## src/logic/fraise_array_pkg.sv

```systemverilog
// geometry of the memristor array and cycle counts of one log inference run
// LANES must be a power of two, the lane number is carried in the top address bits

package fraise_array_pkg;

    localparam int unsigned LANES        = 4;
    localparam int unsigned ARRAY_ADDR_W = 8;   // addr_col / addr_row width

    // one observation read per lane, each split in SL/WL phases
    localparam int unsigned PHASES       = 4;

    localparam int unsigned INF_CYCLES   = 4;
    localparam int unsigned READOUT_WAIT = 4;   // read_out high before first capture
    localparam int unsigned RESULT_BITS  = 8;   // per lane, MSB first on bit_out

endpackage

```

## src/logic/fraise_regs_pkg.sv

```systemverilog
// register map and bus word layout of the array front end
// all registers are one 32-bit word; the layout assumes DATA_WIDTH stays 32

package fraise_regs_pkg;

    localparam int unsigned DATA_WIDTH = 32;  // one bus word
    localparam int unsigned ADDR_WIDTH = 32;

    // register addresses
    localparam logic [ADDR_WIDTH-1:0] ON_OFF_ADDR  = 32'h0000_0010;  // bit 0 = on
    localparam logic [ADDR_WIDTH-1:0] LAUNCH_ADDR  = 32'h0000_0024;
    localparam logic [ADDR_WIDTH-1:0] RESULT_ADDR  = 32'h0000_0030;  // log result word
    localparam logic [ADDR_WIDTH-1:0] OBS_COL_ADDR = 32'h0000_0034;
    localparam logic [ADDR_WIDTH-1:0] OBS_ROW_ADDR = 32'h0000_0038;

    // observation word, written whole by the bus and read per lane by the array
    // lane n sits in byte n: column field in bits [2:0], row field in bits [5:0]
    typedef union packed {
        logic [DATA_WIDTH-1:0]            raw;
        logic [DATA_WIDTH/8-1:0][7:0]     lanes;
    } obs_word_u;

endpackage

```

## src/logic/fraise_array_sequencer.sv

```systemverilog
// drives the array pins through one log-mode inference run
// stoch_log is strapped to log outside the chip; no stochastic or write support

`timescale 1ns/10ps

module fraise_array_sequencer (
    input  logic                                         clk_i,
    input  logic                                         counter_read_reset,
    input  logic                                         start_i,
    input  fraise_regs_pkg::obs_word_u                   obs_col_i,
    input  fraise_regs_pkg::obs_word_u                   obs_row_i,
    output logic                                         busy_o,
    output logic                                         run_done_o,
    // result buffer control
    output logic                                         capture_en_o,
    output logic [$clog2(fraise_array_pkg::RESULT_BITS)-1:0] bit_index_o,
    output logic                                         clear_o,
    // array pins
    output logic                                         inference_o,
    output logic                                         read_8_o,
    output logic                                         read_out_o,
    output logic                                         csl_o,
    output logic                                         cwl_o,
    output logic [fraise_array_pkg::ARRAY_ADDR_W-1:0]    addr_col_o,
    output logic [fraise_array_pkg::ARRAY_ADDR_W-1:0]    addr_row_o
);

    localparam int unsigned CNT_W  = $clog2(fraise_array_pkg::RESULT_BITS);
    localparam int unsigned LANE_W = $clog2(fraise_array_pkg::LANES);
    localparam int unsigned COL_W  = 3;  // column field in each obs byte
    localparam int unsigned ROW_W  = 6;  // row field in each obs byte

    typedef enum logic [2:0] {
        S_IDLE,
        S_READ,     // observation reads, lane by lane
        S_INF,
        S_WAIT,     // read-out settling
        S_CAPTURE,
        S_DONE
    } state_e;

    state_e              state_q;
    logic [CNT_W-1:0]    cnt_q;     // phase in read, cycle elsewhere
    logic [LANE_W-1:0]   lane_q;
    logic                in_read;
    logic [COL_W-1:0]    col_field;
    logic [ROW_W-1:0]    row_field;

    always_ff @(posedge clk_i) begin
        if (counter_read_reset) begin
            state_q <= S_IDLE;
            cnt_q   <= '0;
            lane_q  <= '0;
        end else begin
            case (state_q)
                S_IDLE: begin
                    cnt_q  <= '0;
                    lane_q <= '0;
                    if (start_i) begin
                        state_q <= S_READ;
                    end
                end
                S_READ: begin
                    if (cnt_q == CNT_W'(fraise_array_pkg::PHASES - 1)) begin
                        cnt_q <= '0;
                        if (lane_q == LANE_W'(fraise_array_pkg::LANES - 1)) begin
                            lane_q  <= '0;
                            state_q <= S_INF;
                        end else begin
                            lane_q <= lane_q + 1'b1;
                        end
                    end else begin
                        cnt_q <= cnt_q + 1'b1;
                    end
                end
                S_INF: begin
                    cnt_q <= cnt_q + 1'b1;
                    if (cnt_q == CNT_W'(fraise_array_pkg::INF_CYCLES - 1)) begin
                        cnt_q   <= '0;
                        state_q <= S_WAIT;
                    end
                end
                S_WAIT: begin
                    cnt_q <= cnt_q + 1'b1;
                    if (cnt_q == CNT_W'(fraise_array_pkg::READOUT_WAIT - 1)) begin
                        cnt_q   <= '0;
                        state_q <= S_CAPTURE;
                    end
                end
                S_CAPTURE: begin
                    cnt_q <= cnt_q + 1'b1;
                    if (cnt_q == CNT_W'(fraise_array_pkg::RESULT_BITS - 1)) begin
                        cnt_q   <= '0;
                        state_q <= S_DONE;
                    end
                end
                default: state_q <= S_IDLE;  // S_DONE lasts one cycle
            endcase
        end
    end

    assign in_read = (state_q == S_READ);

    // SL/WL phases: both rise, SL falls, WL held, WL falls
    assign csl_o    = in_read && (cnt_q == '0);
    assign cwl_o    = in_read && (cnt_q != CNT_W'(fraise_array_pkg::PHASES - 1));
    assign read_8_o = in_read;

    assign inference_o = (state_q == S_INF) || (state_q == S_WAIT) || (state_q == S_CAPTURE);
    assign read_out_o  = (state_q == S_WAIT) || (state_q == S_CAPTURE);

    // lane view of the observation words
    assign col_field  = obs_col_i.lanes[lane_q][COL_W-1:0];
    assign row_field  = obs_row_i.lanes[lane_q][ROW_W-1:0];
    assign addr_col_o = in_read ? {lane_q, 3'b000, col_field} : '0;
    assign addr_row_o = in_read ? {2'b00, row_field} : '0;

    assign capture_en_o = (state_q == S_CAPTURE);
    assign bit_index_o  = CNT_W'(fraise_array_pkg::RESULT_BITS - 1) - cnt_q;  // MSB first
    assign clear_o      = start_i && (state_q == S_IDLE);
    assign busy_o       = (state_q != S_IDLE);
    assign run_done_o   = (state_q == S_DONE);

    // front end must hold launches off while the run is going
    a_no_start_busy: assert property (@(posedge clk_i) disable iff (counter_read_reset)
        busy_o |-> !start_i);

    // SL pulse only opens a read, and WL stays up through the next phase
    a_csl_in_read: assert property (@(posedge clk_i) disable iff (counter_read_reset)
        csl_o |-> read_8_o && cwl_o ##1 read_8_o && !csl_o && cwl_o);

endmodule

```

## src/logic/fraise_reg_front.sv

```systemverilog
// bus register front end; requests are plain strobes, no response back-pressure
// requests are refused while a run is busy, the host has to retry

`timescale 1ns/10ps

module fraise_reg_front #(
    parameter int unsigned NbrHostsLog2 = 1
) (
    input  logic                                       clk_i,
    input  logic                                       counter_read_reset,
    // bus request
    input  logic                                       req_valid_i,
    input  logic [NbrHostsLog2-1:0]                    req_host_addr_i,
    input  logic [fraise_regs_pkg::ADDR_WIDTH-1:0]     req_addr_i,
    input  logic                                       req_wen_i,
    input  logic [fraise_regs_pkg::DATA_WIDTH-1:0]     req_wdata_i,
    input  logic [fraise_regs_pkg::DATA_WIDTH/8-1:0]   req_ben_i,
    output logic                                       ready_o,
    // bus response
    output logic                                       resp_valid_o,
    output logic [fraise_regs_pkg::DATA_WIDTH-1:0]     resp_data_o,
    output logic [NbrHostsLog2-1:0]                    resp_ini_addr_o,
    // sequencer side
    input  logic                                       busy_i,
    input  logic                                       run_done_i,
    output logic                                       start_o,
    output fraise_regs_pkg::obs_word_u                 obs_col_o,
    output fraise_regs_pkg::obs_word_u                 obs_row_o,
    // result buffer side
    input  logic [fraise_regs_pkg::DATA_WIDTH-1:0]     result_word_i,
    input  logic                                       result_pending_i,
    output logic                                       result_read_o
);

    logic                                    accept;
    logic                                    wr_acc;
    logic                                    rd_acc;
    logic [fraise_regs_pkg::DATA_WIDTH-1:0]  ben_mask;
    logic [fraise_regs_pkg::DATA_WIDTH-1:0]  rdata;
    logic                                    on_off_q;    // 0 off, 1 on
    fraise_regs_pkg::obs_word_u              obs_col_q;
    fraise_regs_pkg::obs_word_u              obs_row_q;

    assign ready_o = !busy_i;
    assign accept  = req_valid_i && ready_o;
    assign wr_acc  = accept && req_wen_i;
    assign rd_acc  = accept && !req_wen_i;

    // byte enables spread to bit mask
    always_comb begin
        for (int b = 0; b < fraise_regs_pkg::DATA_WIDTH / 8; b++) begin
            ben_mask[8*b +: 8] = {8{req_ben_i[b]}};
        end
    end

    always_comb begin
        rdata = '0;
        case (req_addr_i)
            fraise_regs_pkg::ON_OFF_ADDR:  rdata[0] = on_off_q;
            fraise_regs_pkg::LAUNCH_ADDR:  rdata[0] = result_pending_i;
            fraise_regs_pkg::RESULT_ADDR:  rdata = result_word_i;
            fraise_regs_pkg::OBS_COL_ADDR: rdata = obs_col_q.raw;
            fraise_regs_pkg::OBS_ROW_ADDR: rdata = obs_row_q.raw;
            default:                       rdata = '0;  // unknown address reads 0
        endcase
    end

    // launch only counts while the on/off register is on
    assign start_o = wr_acc && (req_addr_i == fraise_regs_pkg::LAUNCH_ADDR)
                     && req_wdata_i[0] && on_off_q;
    assign result_read_o = rd_acc && (req_addr_i == fraise_regs_pkg::RESULT_ADDR);

    assign obs_col_o = obs_col_q;
    assign obs_row_o = obs_row_q;

    always_ff @(posedge clk_i) begin
        if (counter_read_reset) begin
            on_off_q     <= 1'b0;
            obs_col_q    <= '0;
            obs_row_q    <= '0;
            resp_valid_o <= 1'b0;
        end else begin
            resp_valid_o <= accept;
            if (run_done_i) begin
                on_off_q <= 1'b0;  // back to off at end of run
            end else if (wr_acc && req_addr_i == fraise_regs_pkg::ON_OFF_ADDR) begin
                on_off_q <= req_wdata_i[0];
            end
            if (wr_acc && req_addr_i == fraise_regs_pkg::OBS_COL_ADDR) begin
                obs_col_q.raw <= (obs_col_q.raw & ~ben_mask) | (req_wdata_i & ben_mask);
            end
            if (wr_acc && req_addr_i == fraise_regs_pkg::OBS_ROW_ADDR) begin
                obs_row_q.raw <= (obs_row_q.raw & ~ben_mask) | (req_wdata_i & ben_mask);
            end
        end
    end

    // response payload, only meaningful with resp_valid_o
    always_ff @(posedge clk_i) begin
        if (accept) begin
            resp_ini_addr_o <= req_host_addr_i;
            resp_data_o     <= req_wen_i ? '0 : rdata;
        end
    end

    // relies on the host leaving a gap between requests
    a_resp_single: assert property (@(posedge clk_i) disable iff (counter_read_reset)
        resp_valid_o |=> !resp_valid_o);

endmodule

```

## src/logic/fraise_result_buffer.sv

```systemverilog
// collects the captured bit_out samples into the 32-bit log result word
// byte n holds lane n; pending stays set until the host reads the result

`timescale 1ns/10ps

module fraise_result_buffer (
    input  logic                                              clk_i,
    input  logic                                              counter_read_reset,
    input  logic                                              clear_i,
    input  logic                                              capture_en_i,
    input  logic [$clog2(fraise_array_pkg::RESULT_BITS)-1:0]  bit_index_i,
    input  logic [fraise_array_pkg::LANES-1:0]                bit_out_i,
    input  logic                                              result_read_i,
    output logic [fraise_array_pkg::LANES*fraise_array_pkg::RESULT_BITS-1:0] result_word_o,
    output logic                                              result_pending_o
);

    logic [fraise_array_pkg::LANES-1:0][fraise_array_pkg::RESULT_BITS-1:0] bytes_q;
    logic last_capture_q;  // high the cycle after bit 0 was taken

    always_ff @(posedge clk_i) begin
        if (counter_read_reset || clear_i) begin
            bytes_q <= '0;
        end else if (capture_en_i) begin
            for (int l = 0; l < fraise_array_pkg::LANES; l++) begin
                bytes_q[l][bit_index_i] <= bit_out_i[l];
            end
        end
    end

    always_ff @(posedge clk_i) begin
        if (counter_read_reset) begin
            last_capture_q   <= 1'b0;
            result_pending_o <= 1'b0;
        end else begin
            last_capture_q <= capture_en_i && (bit_index_i == '0);
            if (clear_i) begin
                result_pending_o <= 1'b0;  // new run drops an unread result
            end else if (last_capture_q) begin
                result_pending_o <= 1'b1;
            end else if (result_read_i) begin
                result_pending_o <= 1'b0;
            end
        end
    end

    assign result_word_o = bytes_q;

    a_no_capture_pending: assert property (@(posedge clk_i) disable iff (counter_read_reset)
        capture_en_i |-> !result_pending_o);

endmodule

```

## src/logic/fraise_top.sv

```systemverilog
// front end for the 4-lane memristor Bayesian array, log inference only
// stoch_log is strapped outside the chip; the bus has no response back-pressure

`timescale 1ns/10ps

module fraise_top #(
    parameter int unsigned NbrHostsLog2 = 1  // host address width, 1 or more
) (
    input  logic                                       clk_i,
    input  logic                                       counter_read_reset,
    // bus
    input  logic                                       req_valid_i,
    input  logic [NbrHostsLog2-1:0]                    req_host_addr_i,
    input  logic [fraise_regs_pkg::ADDR_WIDTH-1:0]     req_addr_i,
    input  logic                                       req_wen_i,
    input  logic [fraise_regs_pkg::DATA_WIDTH-1:0]     req_wdata_i,
    input  logic [fraise_regs_pkg::DATA_WIDTH/8-1:0]   req_ben_i,
    output logic                                       ready_o,
    output logic                                       resp_valid_o,
    output logic [fraise_regs_pkg::DATA_WIDTH-1:0]     resp_data_o,
    output logic [NbrHostsLog2-1:0]                    resp_ini_addr_o,
    output logic                                       irq_o,
    // array pins
    output logic                                       inference_o,
    output logic                                       read_8_o,
    output logic                                       read_out_o,
    output logic                                       csl_o,
    output logic                                       cwl_o,
    output logic [fraise_array_pkg::ARRAY_ADDR_W-1:0]  addr_col_o,
    output logic [fraise_array_pkg::ARRAY_ADDR_W-1:0]  addr_row_o,
    input  logic [fraise_array_pkg::LANES-1:0]         bit_out_i
);

    logic                                           start;
    logic                                           busy;
    logic                                           run_done;
    logic                                           clear;
    logic                                           capture_en;
    logic [$clog2(fraise_array_pkg::RESULT_BITS)-1:0] bit_index;
    logic [fraise_regs_pkg::DATA_WIDTH-1:0]         result_word;
    logic                                           result_pending;
    logic                                           result_read;
    fraise_regs_pkg::obs_word_u                     obs_col;
    fraise_regs_pkg::obs_word_u                     obs_row;

    fraise_reg_front #(
        .NbrHostsLog2(NbrHostsLog2)
    ) u_reg_front (
        .clk_i, .counter_read_reset,
        .req_valid_i, .req_host_addr_i, .req_addr_i, .req_wen_i, .req_wdata_i, .req_ben_i,
        .ready_o, .resp_valid_o, .resp_data_o, .resp_ini_addr_o,
        .busy_i           (busy),
        .run_done_i       (run_done),
        .start_o          (start),
        .obs_col_o        (obs_col),
        .obs_row_o        (obs_row),
        .result_word_i    (result_word),
        .result_pending_i (result_pending),
        .result_read_o    (result_read)
    );

    fraise_array_sequencer u_sequencer (
        .clk_i, .counter_read_reset,
        .start_i      (start),
        .obs_col_i    (obs_col),
        .obs_row_i    (obs_row),
        .busy_o       (busy),
        .run_done_o   (run_done),
        .capture_en_o (capture_en),
        .bit_index_o  (bit_index),
        .clear_o      (clear),
        .inference_o, .read_8_o, .read_out_o, .csl_o, .cwl_o, .addr_col_o, .addr_row_o
    );

    fraise_result_buffer u_result_buffer (
        .clk_i, .counter_read_reset,
        .clear_i          (clear),
        .capture_en_i     (capture_en),
        .bit_index_i      (bit_index),
        .bit_out_i,
        .result_read_i    (result_read),
        .result_word_o    (result_word),
        .result_pending_o (result_pending)
    );

    assign irq_o = result_pending;  // high while a result is unread

endmodule

```

## config.mk

```make
export PLATFORM = sky130hd
export DESIGN_NAME = fraise_top
export DESIGN_NICKNAME = d
export VERILOG_FILES = /design/src/logic/fraise_array_pkg.sv /design/src/logic/fraise_regs_pkg.sv /design/src/logic/fraise_array_sequencer.sv /design/src/logic/fraise_reg_front.sv /design/src/logic/fraise_result_buffer.sv /design/src/logic/fraise_top.sv
export SDC_FILE = /design/constraint.sdc
export NUM_CORES = 1
export LEC_CHECK = 0
export BUFFER_PORTS_ARGS = -buffer_cell sky130_fd_sc_hd__buf_2
export CORE_MARGIN = 5
export CORE_UTILIZATION = 50
export DETAILED_ROUTE_END_ITERATION = 10
export PLACE_DENSITY_LB_ADDON = 0.12
export SYNTH_ARGS = -nofsm -noshare
export SYNTH_HDL_FRONTEND = slang
export SYNTH_HIERARCHICAL = 1
export SYNTH_SLANG_ARGS = --single-unit
export TNS_END_PERCENT = 100
```

## constraint.sdc

```tcl
create_clock -name clk_i -period 3.17 [get_ports clk_i]
set_input_delay 0.317 -clock clk_i [delete_from_list [all_inputs] [get_ports clk_i]]
set_output_delay 0.317 -clock clk_i [all_outputs]
set_load 0.01 [all_outputs]
```

* Word level (Yosys, flattened, before mapping)
Cells that the tools add are included.
** Storage, ports and cells
- Register bits after elaboration :: 141
- Latch bits :: 0
- Memory bits (writable) :: 0
- ROM bits :: 0
- Input port bits :: 77
- Output and inout port bits :: 57
- Memories :: 0
** Cells by class
- Add/sub/neg operators :: 3
- Multiply operators :: 0
- Div/mod/pow operators :: 0
- Magnitude comparators :: 3
- Equal/unequal tests :: 20
- Shifts and indexed selects :: 0
- Muxes and demuxes :: 29
- Bitwise logic cells :: 6
- Reduce and logical (&&, ||, !) cells :: 33
** Operators by type and width (number)
- 32-bit by 6-bit equality test with 1-bit output, second input constant :: 4
- 32-bit bitwise AND :: 3
- 31-bit one-hot mux with 3 select lines :: 1
- 32-bit bitwise OR :: 2
- 8-bit binary-select mux with 2-bit select :: 2
- 8-bit bitwise mux :: 4
- 32-bit by 5-bit equality test with 1-bit output, second input constant :: 1
- 32-bit NOT :: 1
- 3-bit two-way mux :: 9
- 1-bit logical AND :: 15
- 3-bit one-hot mux with 5 select lines :: 1
- 6-bit two-way mux :: 2
- 3-bit by 2-bit equality test with 1-bit output, second input constant :: 3
- 3-bit equality test, second input constant :: 3
- 3-bit zero test :: 3
- 3-bit one-hot mux with 3 select lines :: 1
- 8-bit two-way mux :: 1
- 2-bit by 1-bit != test with 1-bit output, second input constant :: 3
- 2-bit != test, second input constant :: 3
- 6-bit AND reduction :: 1
- 3-bit nonzero test :: 2
- 1-bit one-hot mux with 5 select lines :: 1
- 1-bit logical OR :: 4
- 3-bit by 4-bit less-than comparator with 1-bit output, second input constant :: 1
- 17 further kinds :: 23

* Depth between registers and ports, before layout
- Depth after elaboration :: 9
- Mapped depth :: 11
- Gate-level depth less buffers :: 8

* By module
The synthesis kept the hierarchy.
** Modules (own cells, without submodules)
- fraise_reg_front :: instances 1, cells each 470, area each 4580.6 µm², sequential area each 2312.2 µm²
- fraise_result_buffer :: instances 1, cells each 132, area each 1502.7 µm², sequential area each 680.7 µm²
- fraise_array_sequencer :: instances 1, cells each 99, area each 893.4 µm², sequential area each 160.2 µm²

* Worst setup path before layout
No wires, ideal clock.
- Path type :: register -> register
- Start point :: reg u_sequencer.state_q[0]
- End point :: reg u_reg_front.on_off_q
- Setup time :: 0.072 ns
- Arrival :: 2.345 ns
- Required time :: 3.098 ns
- Slack :: 0.754 ns
- Stages on the path, launching flop included :: 9
- Buffers on the path :: 1
- Clock period less this slack :: 2.416 ns
- Cells stage by stage :: dfxtp_1 > buf_6 > or3_2 > inv_1 > nand2_1 > inv_1 > nand2_1 > nor4_1 > mux2i_1
** On the way
- Cells in the longest elaborated chain, start to end :: 5
** RTL lines
- start, declared :: RTL line fraise_array_sequencer.sv:42 : state_e state_q;
- start signal, assigned :: RTL line fraise_array_sequencer.sv:51 : state_q <= S_IDLE;
- start signal, assigned :: RTL line fraise_array_sequencer.sv:60 : state_q <= S_READ;
- start signal, assigned :: RTL line fraise_array_sequencer.sv:68 : state_q <= S_INF;
- 3-bit nonzero test :: RTL line fraise_array_sequencer.sv:121 : assign busy_o = (state_q != S_IDLE);
- net busy :: RTL line fraise_top.sv:35 : logic busy;
- 1-bit zero test :: RTL line fraise_reg_front.sv:44 : assign ready_o = !busy_i;
- net ready_o :: RTL line fraise_top.sv:18 : output logic ready_o,
- 1-bit logical AND :: RTL line fraise_reg_front.sv:45 : assign accept = req_valid_i && ready_o;
- net u_reg_front.accept :: RTL line fraise_reg_front.sv:35 : logic accept;
- 1-bit logical AND :: RTL line fraise_reg_front.sv:46 : assign wr_acc = accept && req_wen_i;
- 1-bit logical AND :: RTL line fraise_reg_front.sv:86 : end else if (wr_acc && req_addr_i == fraise_regs_pkg::ON_OFF_ADDR) begin
- end signal, assigned :: RTL line fraise_reg_front.sv:87 : on_off_q <= req_wdata_i[0];
- end, declared :: RTL line fraise_reg_front.sv:40 : logic on_off_q;
The timed path passes the listed nets, and every way through them passes these cells.
A chain may end at the register's enable or synchronous reset.

* Worst setup path after layout
- Start point :: reg u_sequencer.state_q[2]
- End point :: reg u_result_buffer.bytes_q, in the netlist u_result_buffer/result_word_o[5]
** On the way
- Cells in the longest elaborated chain, start to end :: 9
** RTL lines
- 3-bit nonzero test :: RTL line fraise_array_sequencer.sv:121
- net busy :: RTL line fraise_top.sv:35
- 1-bit zero test :: RTL line fraise_reg_front.sv:44
- 1-bit logical AND :: RTL line fraise_reg_front.sv:45
- 1-bit logical AND :: RTL line fraise_reg_front.sv:46
- 1-bit logical AND :: RTL line fraise_reg_front.sv:69 : assign start_o = wr_acc && (req_addr_i == fraise_regs_pkg::LAUNCH_ADDR)
- 1-bit logical AND (2 in series) :: RTL line fraise_reg_front.sv:70 : && req_wdata_i[0] && on_off_q;
- net start :: RTL line fraise_top.sv:34 : logic start;
- 1-bit logical AND :: RTL line fraise_array_sequencer.sv:120 : assign clear_o = start_i && (state_q == S_IDLE);
- net clear :: RTL line fraise_top.sv:37 : logic clear;
- 1-bit logical OR :: RTL line fraise_result_buffer.sv:22 : if (counter_read_reset || clear_i) begin
- end signal, assigned by index :: RTL line fraise_result_buffer.sv:26 : bytes_q[l][bit_index_i] <= bit_out_i[l];
- end, declared :: RTL line fraise_result_buffer.sv:18 : logic [fraise_array_pkg::LANES-1:0][fraise_array_pkg::RESULT_BITS-1:0] bytes_q;
The timed path passes the listed nets, and every way through them passes these cells.

==> summary.txt <==
syn_area_per_cell - 9.952 sq um
Synthesis Warnings - 6
area fraction of the dominant cell type after synthesis - 0.3099
slew margin rel. - 0.4847
grt met3 use - 0.07417
total number of vias - 6484
CP max-delay cell - or3_2
GR peak layer - met2
Clock Pin Slew Worst Setup and Hold Paths - 60 ps
total global routing overflow - 0
Num CTS Buffers - 17
post_cts resized - 0
Final ANT Viol Nets - 0
Max stage delay on crit path - 530 ps
total clock sinks - 141
Synth Instances - 701
Hold Crit Class - in -> reg
RD Place Congestion - 0.9195
Die H - 128.1 um
peak fanout along the critical path - 37
top achievable clock speed - 368.4 MHz
Seq/Total Area, Yosys - 0.4519
WL per Instance - 23.47 um
Die Footprint - 16420 sq um
Distinct cells, synth - 54
ratio of cells with drive above 1 in the final layout - 0.2870
post-CTS setup buffers - 0
crit path launch type - flop
later-pin clock latency in the skew report - 420 ps
drt total wl - 22790 um
# port buffers - 128
number of flops mapped to enable cells by yosys - 33
Max Cap Viol - 0
final setup violation count - 0
Die X - 128.1 um
first-pass GRT wire length - 34580 um
Layout area overhead - 18.65%
main area contributors after synthesis - dfxtp_1 (31%), edfxtp_1 (14%), o31ai_1 (6.9%)
Slew @ Worst Pin - 753.5 ps
WHS - 70.41 ps
clock root cell - clkbuf_16
largest net degree at the start of global routing - 67
VDD IR-drop max - 397.3 uV
DR pass1 iterations - 8
vias in the first global route - 6140
final hold vios - 0
cts hold-fix bufs - 0
data required time of the worst path - 3460 ps
vias per cell - 6.678
CP endpoint kind - flop
crit share post-route - 0.8564
critical path cell sequence - or3_2, and3b_1, nand3_1, nor3_1, inv_1, nor2_1, buf_12, or3b_2, mux2i_1
filler cell count - 1215
unrepaired setup endpoints after global routing - false
type of the worst setup path - reg -> reg
asr flop ratio synth - 0
Bufs and invs on worst path - 2
M2 GR Usage - 0.4224
pwr dens - 528.1 nW/um^2
Max Slew Vio Count - 0
DRC - 0
HPWL after DPL - 14940 um
commonest non-fill, non-tap cell in the layout - buf_2
Tmin final - 2715 ps
maximum clock path buffer count - 2
ANT cells - 0
Post-synth top flop - dfxtp_1
1st-iter DRT viols - 1021
CTS HTree Levels - 4
M1 GR Usage - 0.3684
mapped cell area - 6977 sq um
area of the core - 13770 sq um
Worst Path Arrival - 3000 ps
Initial Util - 0.5065
Setup Skew - 7.408 ps
delay-heaviest family, CP - simple AND/OR/NAND/NOR gates
most frequent cells in the layout - buf_2 (128), dfxtp_1 (108), nand4_1 (70), a21oi_1 (70), o31ai_1 (64)
Ports - 134
Pwr Total - 4.371 mW
Leak - 3.059 nW
initial antenna violation count - 0
fin nets - 861
Setup TNS - 0 ps
TritonCTS clock tree - built
Synth area leader - dfxtp_1
GRT Overall Usage - 0.2719
status - finished clean
FF+latch count, synth - 141
# rows - 43
-- report_power, final --
group	switching, mW	total, mW	internal [mW]
clock	0.783	2.34	1.55
sequential	0.00405	1.86	1.85
combinational	0.118	0.178	0.0608
-- logic make-up after synthesis --
| family | Yosys count | share of synthesized area |
|---|---|---|
| compound gates | 179 | 0.1804 |
| fa+ha+maj | 6 | 0.01076 |
| buf+inv | 103 | 0.06743 |
| flops | 141 | 0.4519 |
| mux | 44 | 0.07927 |
| other cells | 1 | 0.0005375 |
| simple gates | 227 | 0.2097 |
-- final timing paths --
check | endpoint | startpoint | slack [ps] | cells after the start
worst max-delay path | u_result_buffer/result_word_o[5] | u_sequencer/state_q[2] | 460 | 9
worst min-delay path | u_reg_front/resp_ini_addr_o | req_host_addr_i | 70 | 1
worst max register to register | u_result_buffer/result_word_o[5] | u_sequencer/state_q[2] | 460 | 9
worst min register to register | u_result_buffer/result_pending_o | u_result_buffer/last_capture_q | 440 | 1
-- synth_stat cells, drive strengths merged, types with 18 or more instances --
| library cell | n |
|---|---|
| edfxtp | 33 |
| buf | 33 |
| or3b | 36 |
| mux2i | 35 |
| a222oi | 32 |
| clkbuf | 58 |
| o31ai | 64 |
| dfxtp | 108 |
| a21oi | 70 |
| nand2 | 18 |
| nand4 | 70 |
| nor2 | 45 |
-- worst register-to-register path, stage by stage (launching register included) --
cell and delay (ps):
dfxtp_1 450, or3_2 530, and3b_1 320, nand3_1 110, nor3_1 310, inv_1 80, nor2_1 200, buf_12 210
or3b_2 250, mux2i_1 120
-- per-layer routing --
metal / wire length [um] / up-vias
met3: 2383 / 59
met4: 604 / 0
met5: 0 / -
met2: 10720 / 413
met1: 9087 / 3131
li1: - / 2881
-- final cells by class --
type | instances | area [sq um] | share of cell area
Tap cell | 180 | 225.2 | 0.02721
Clock buffer | 17 | 425.4 | 0.05139
Clock inverter | 15 | 266.5 | 0.03219
Sequential cell | 141 | 3153 | 0.3809
Multi-Input combinational cell | 461 | 3378 | 0.4081
Timing Repair Buffer | 146 | 788.3 | 0.09522
Inverter | 11 | 41.29 | 0.004988
-- per-stage QoR --
stage | instances | util | setup WS [ps] | cell area, sq um
CTS | 971 | 0.6010 | 501.0 | 8278
global placement | 939 | 0.5508 | 632.0 | 7586
floorplan | 705 | - | 753.6 | 6992
global route | 971 | 0.6010 | 238.7 | 8278
finish | 971 | 0.6010 | 455.2 | 8278
detailed placement | 939 | 0.5508 | 541.7 | 7586
(Power assumes the default switching activity.)
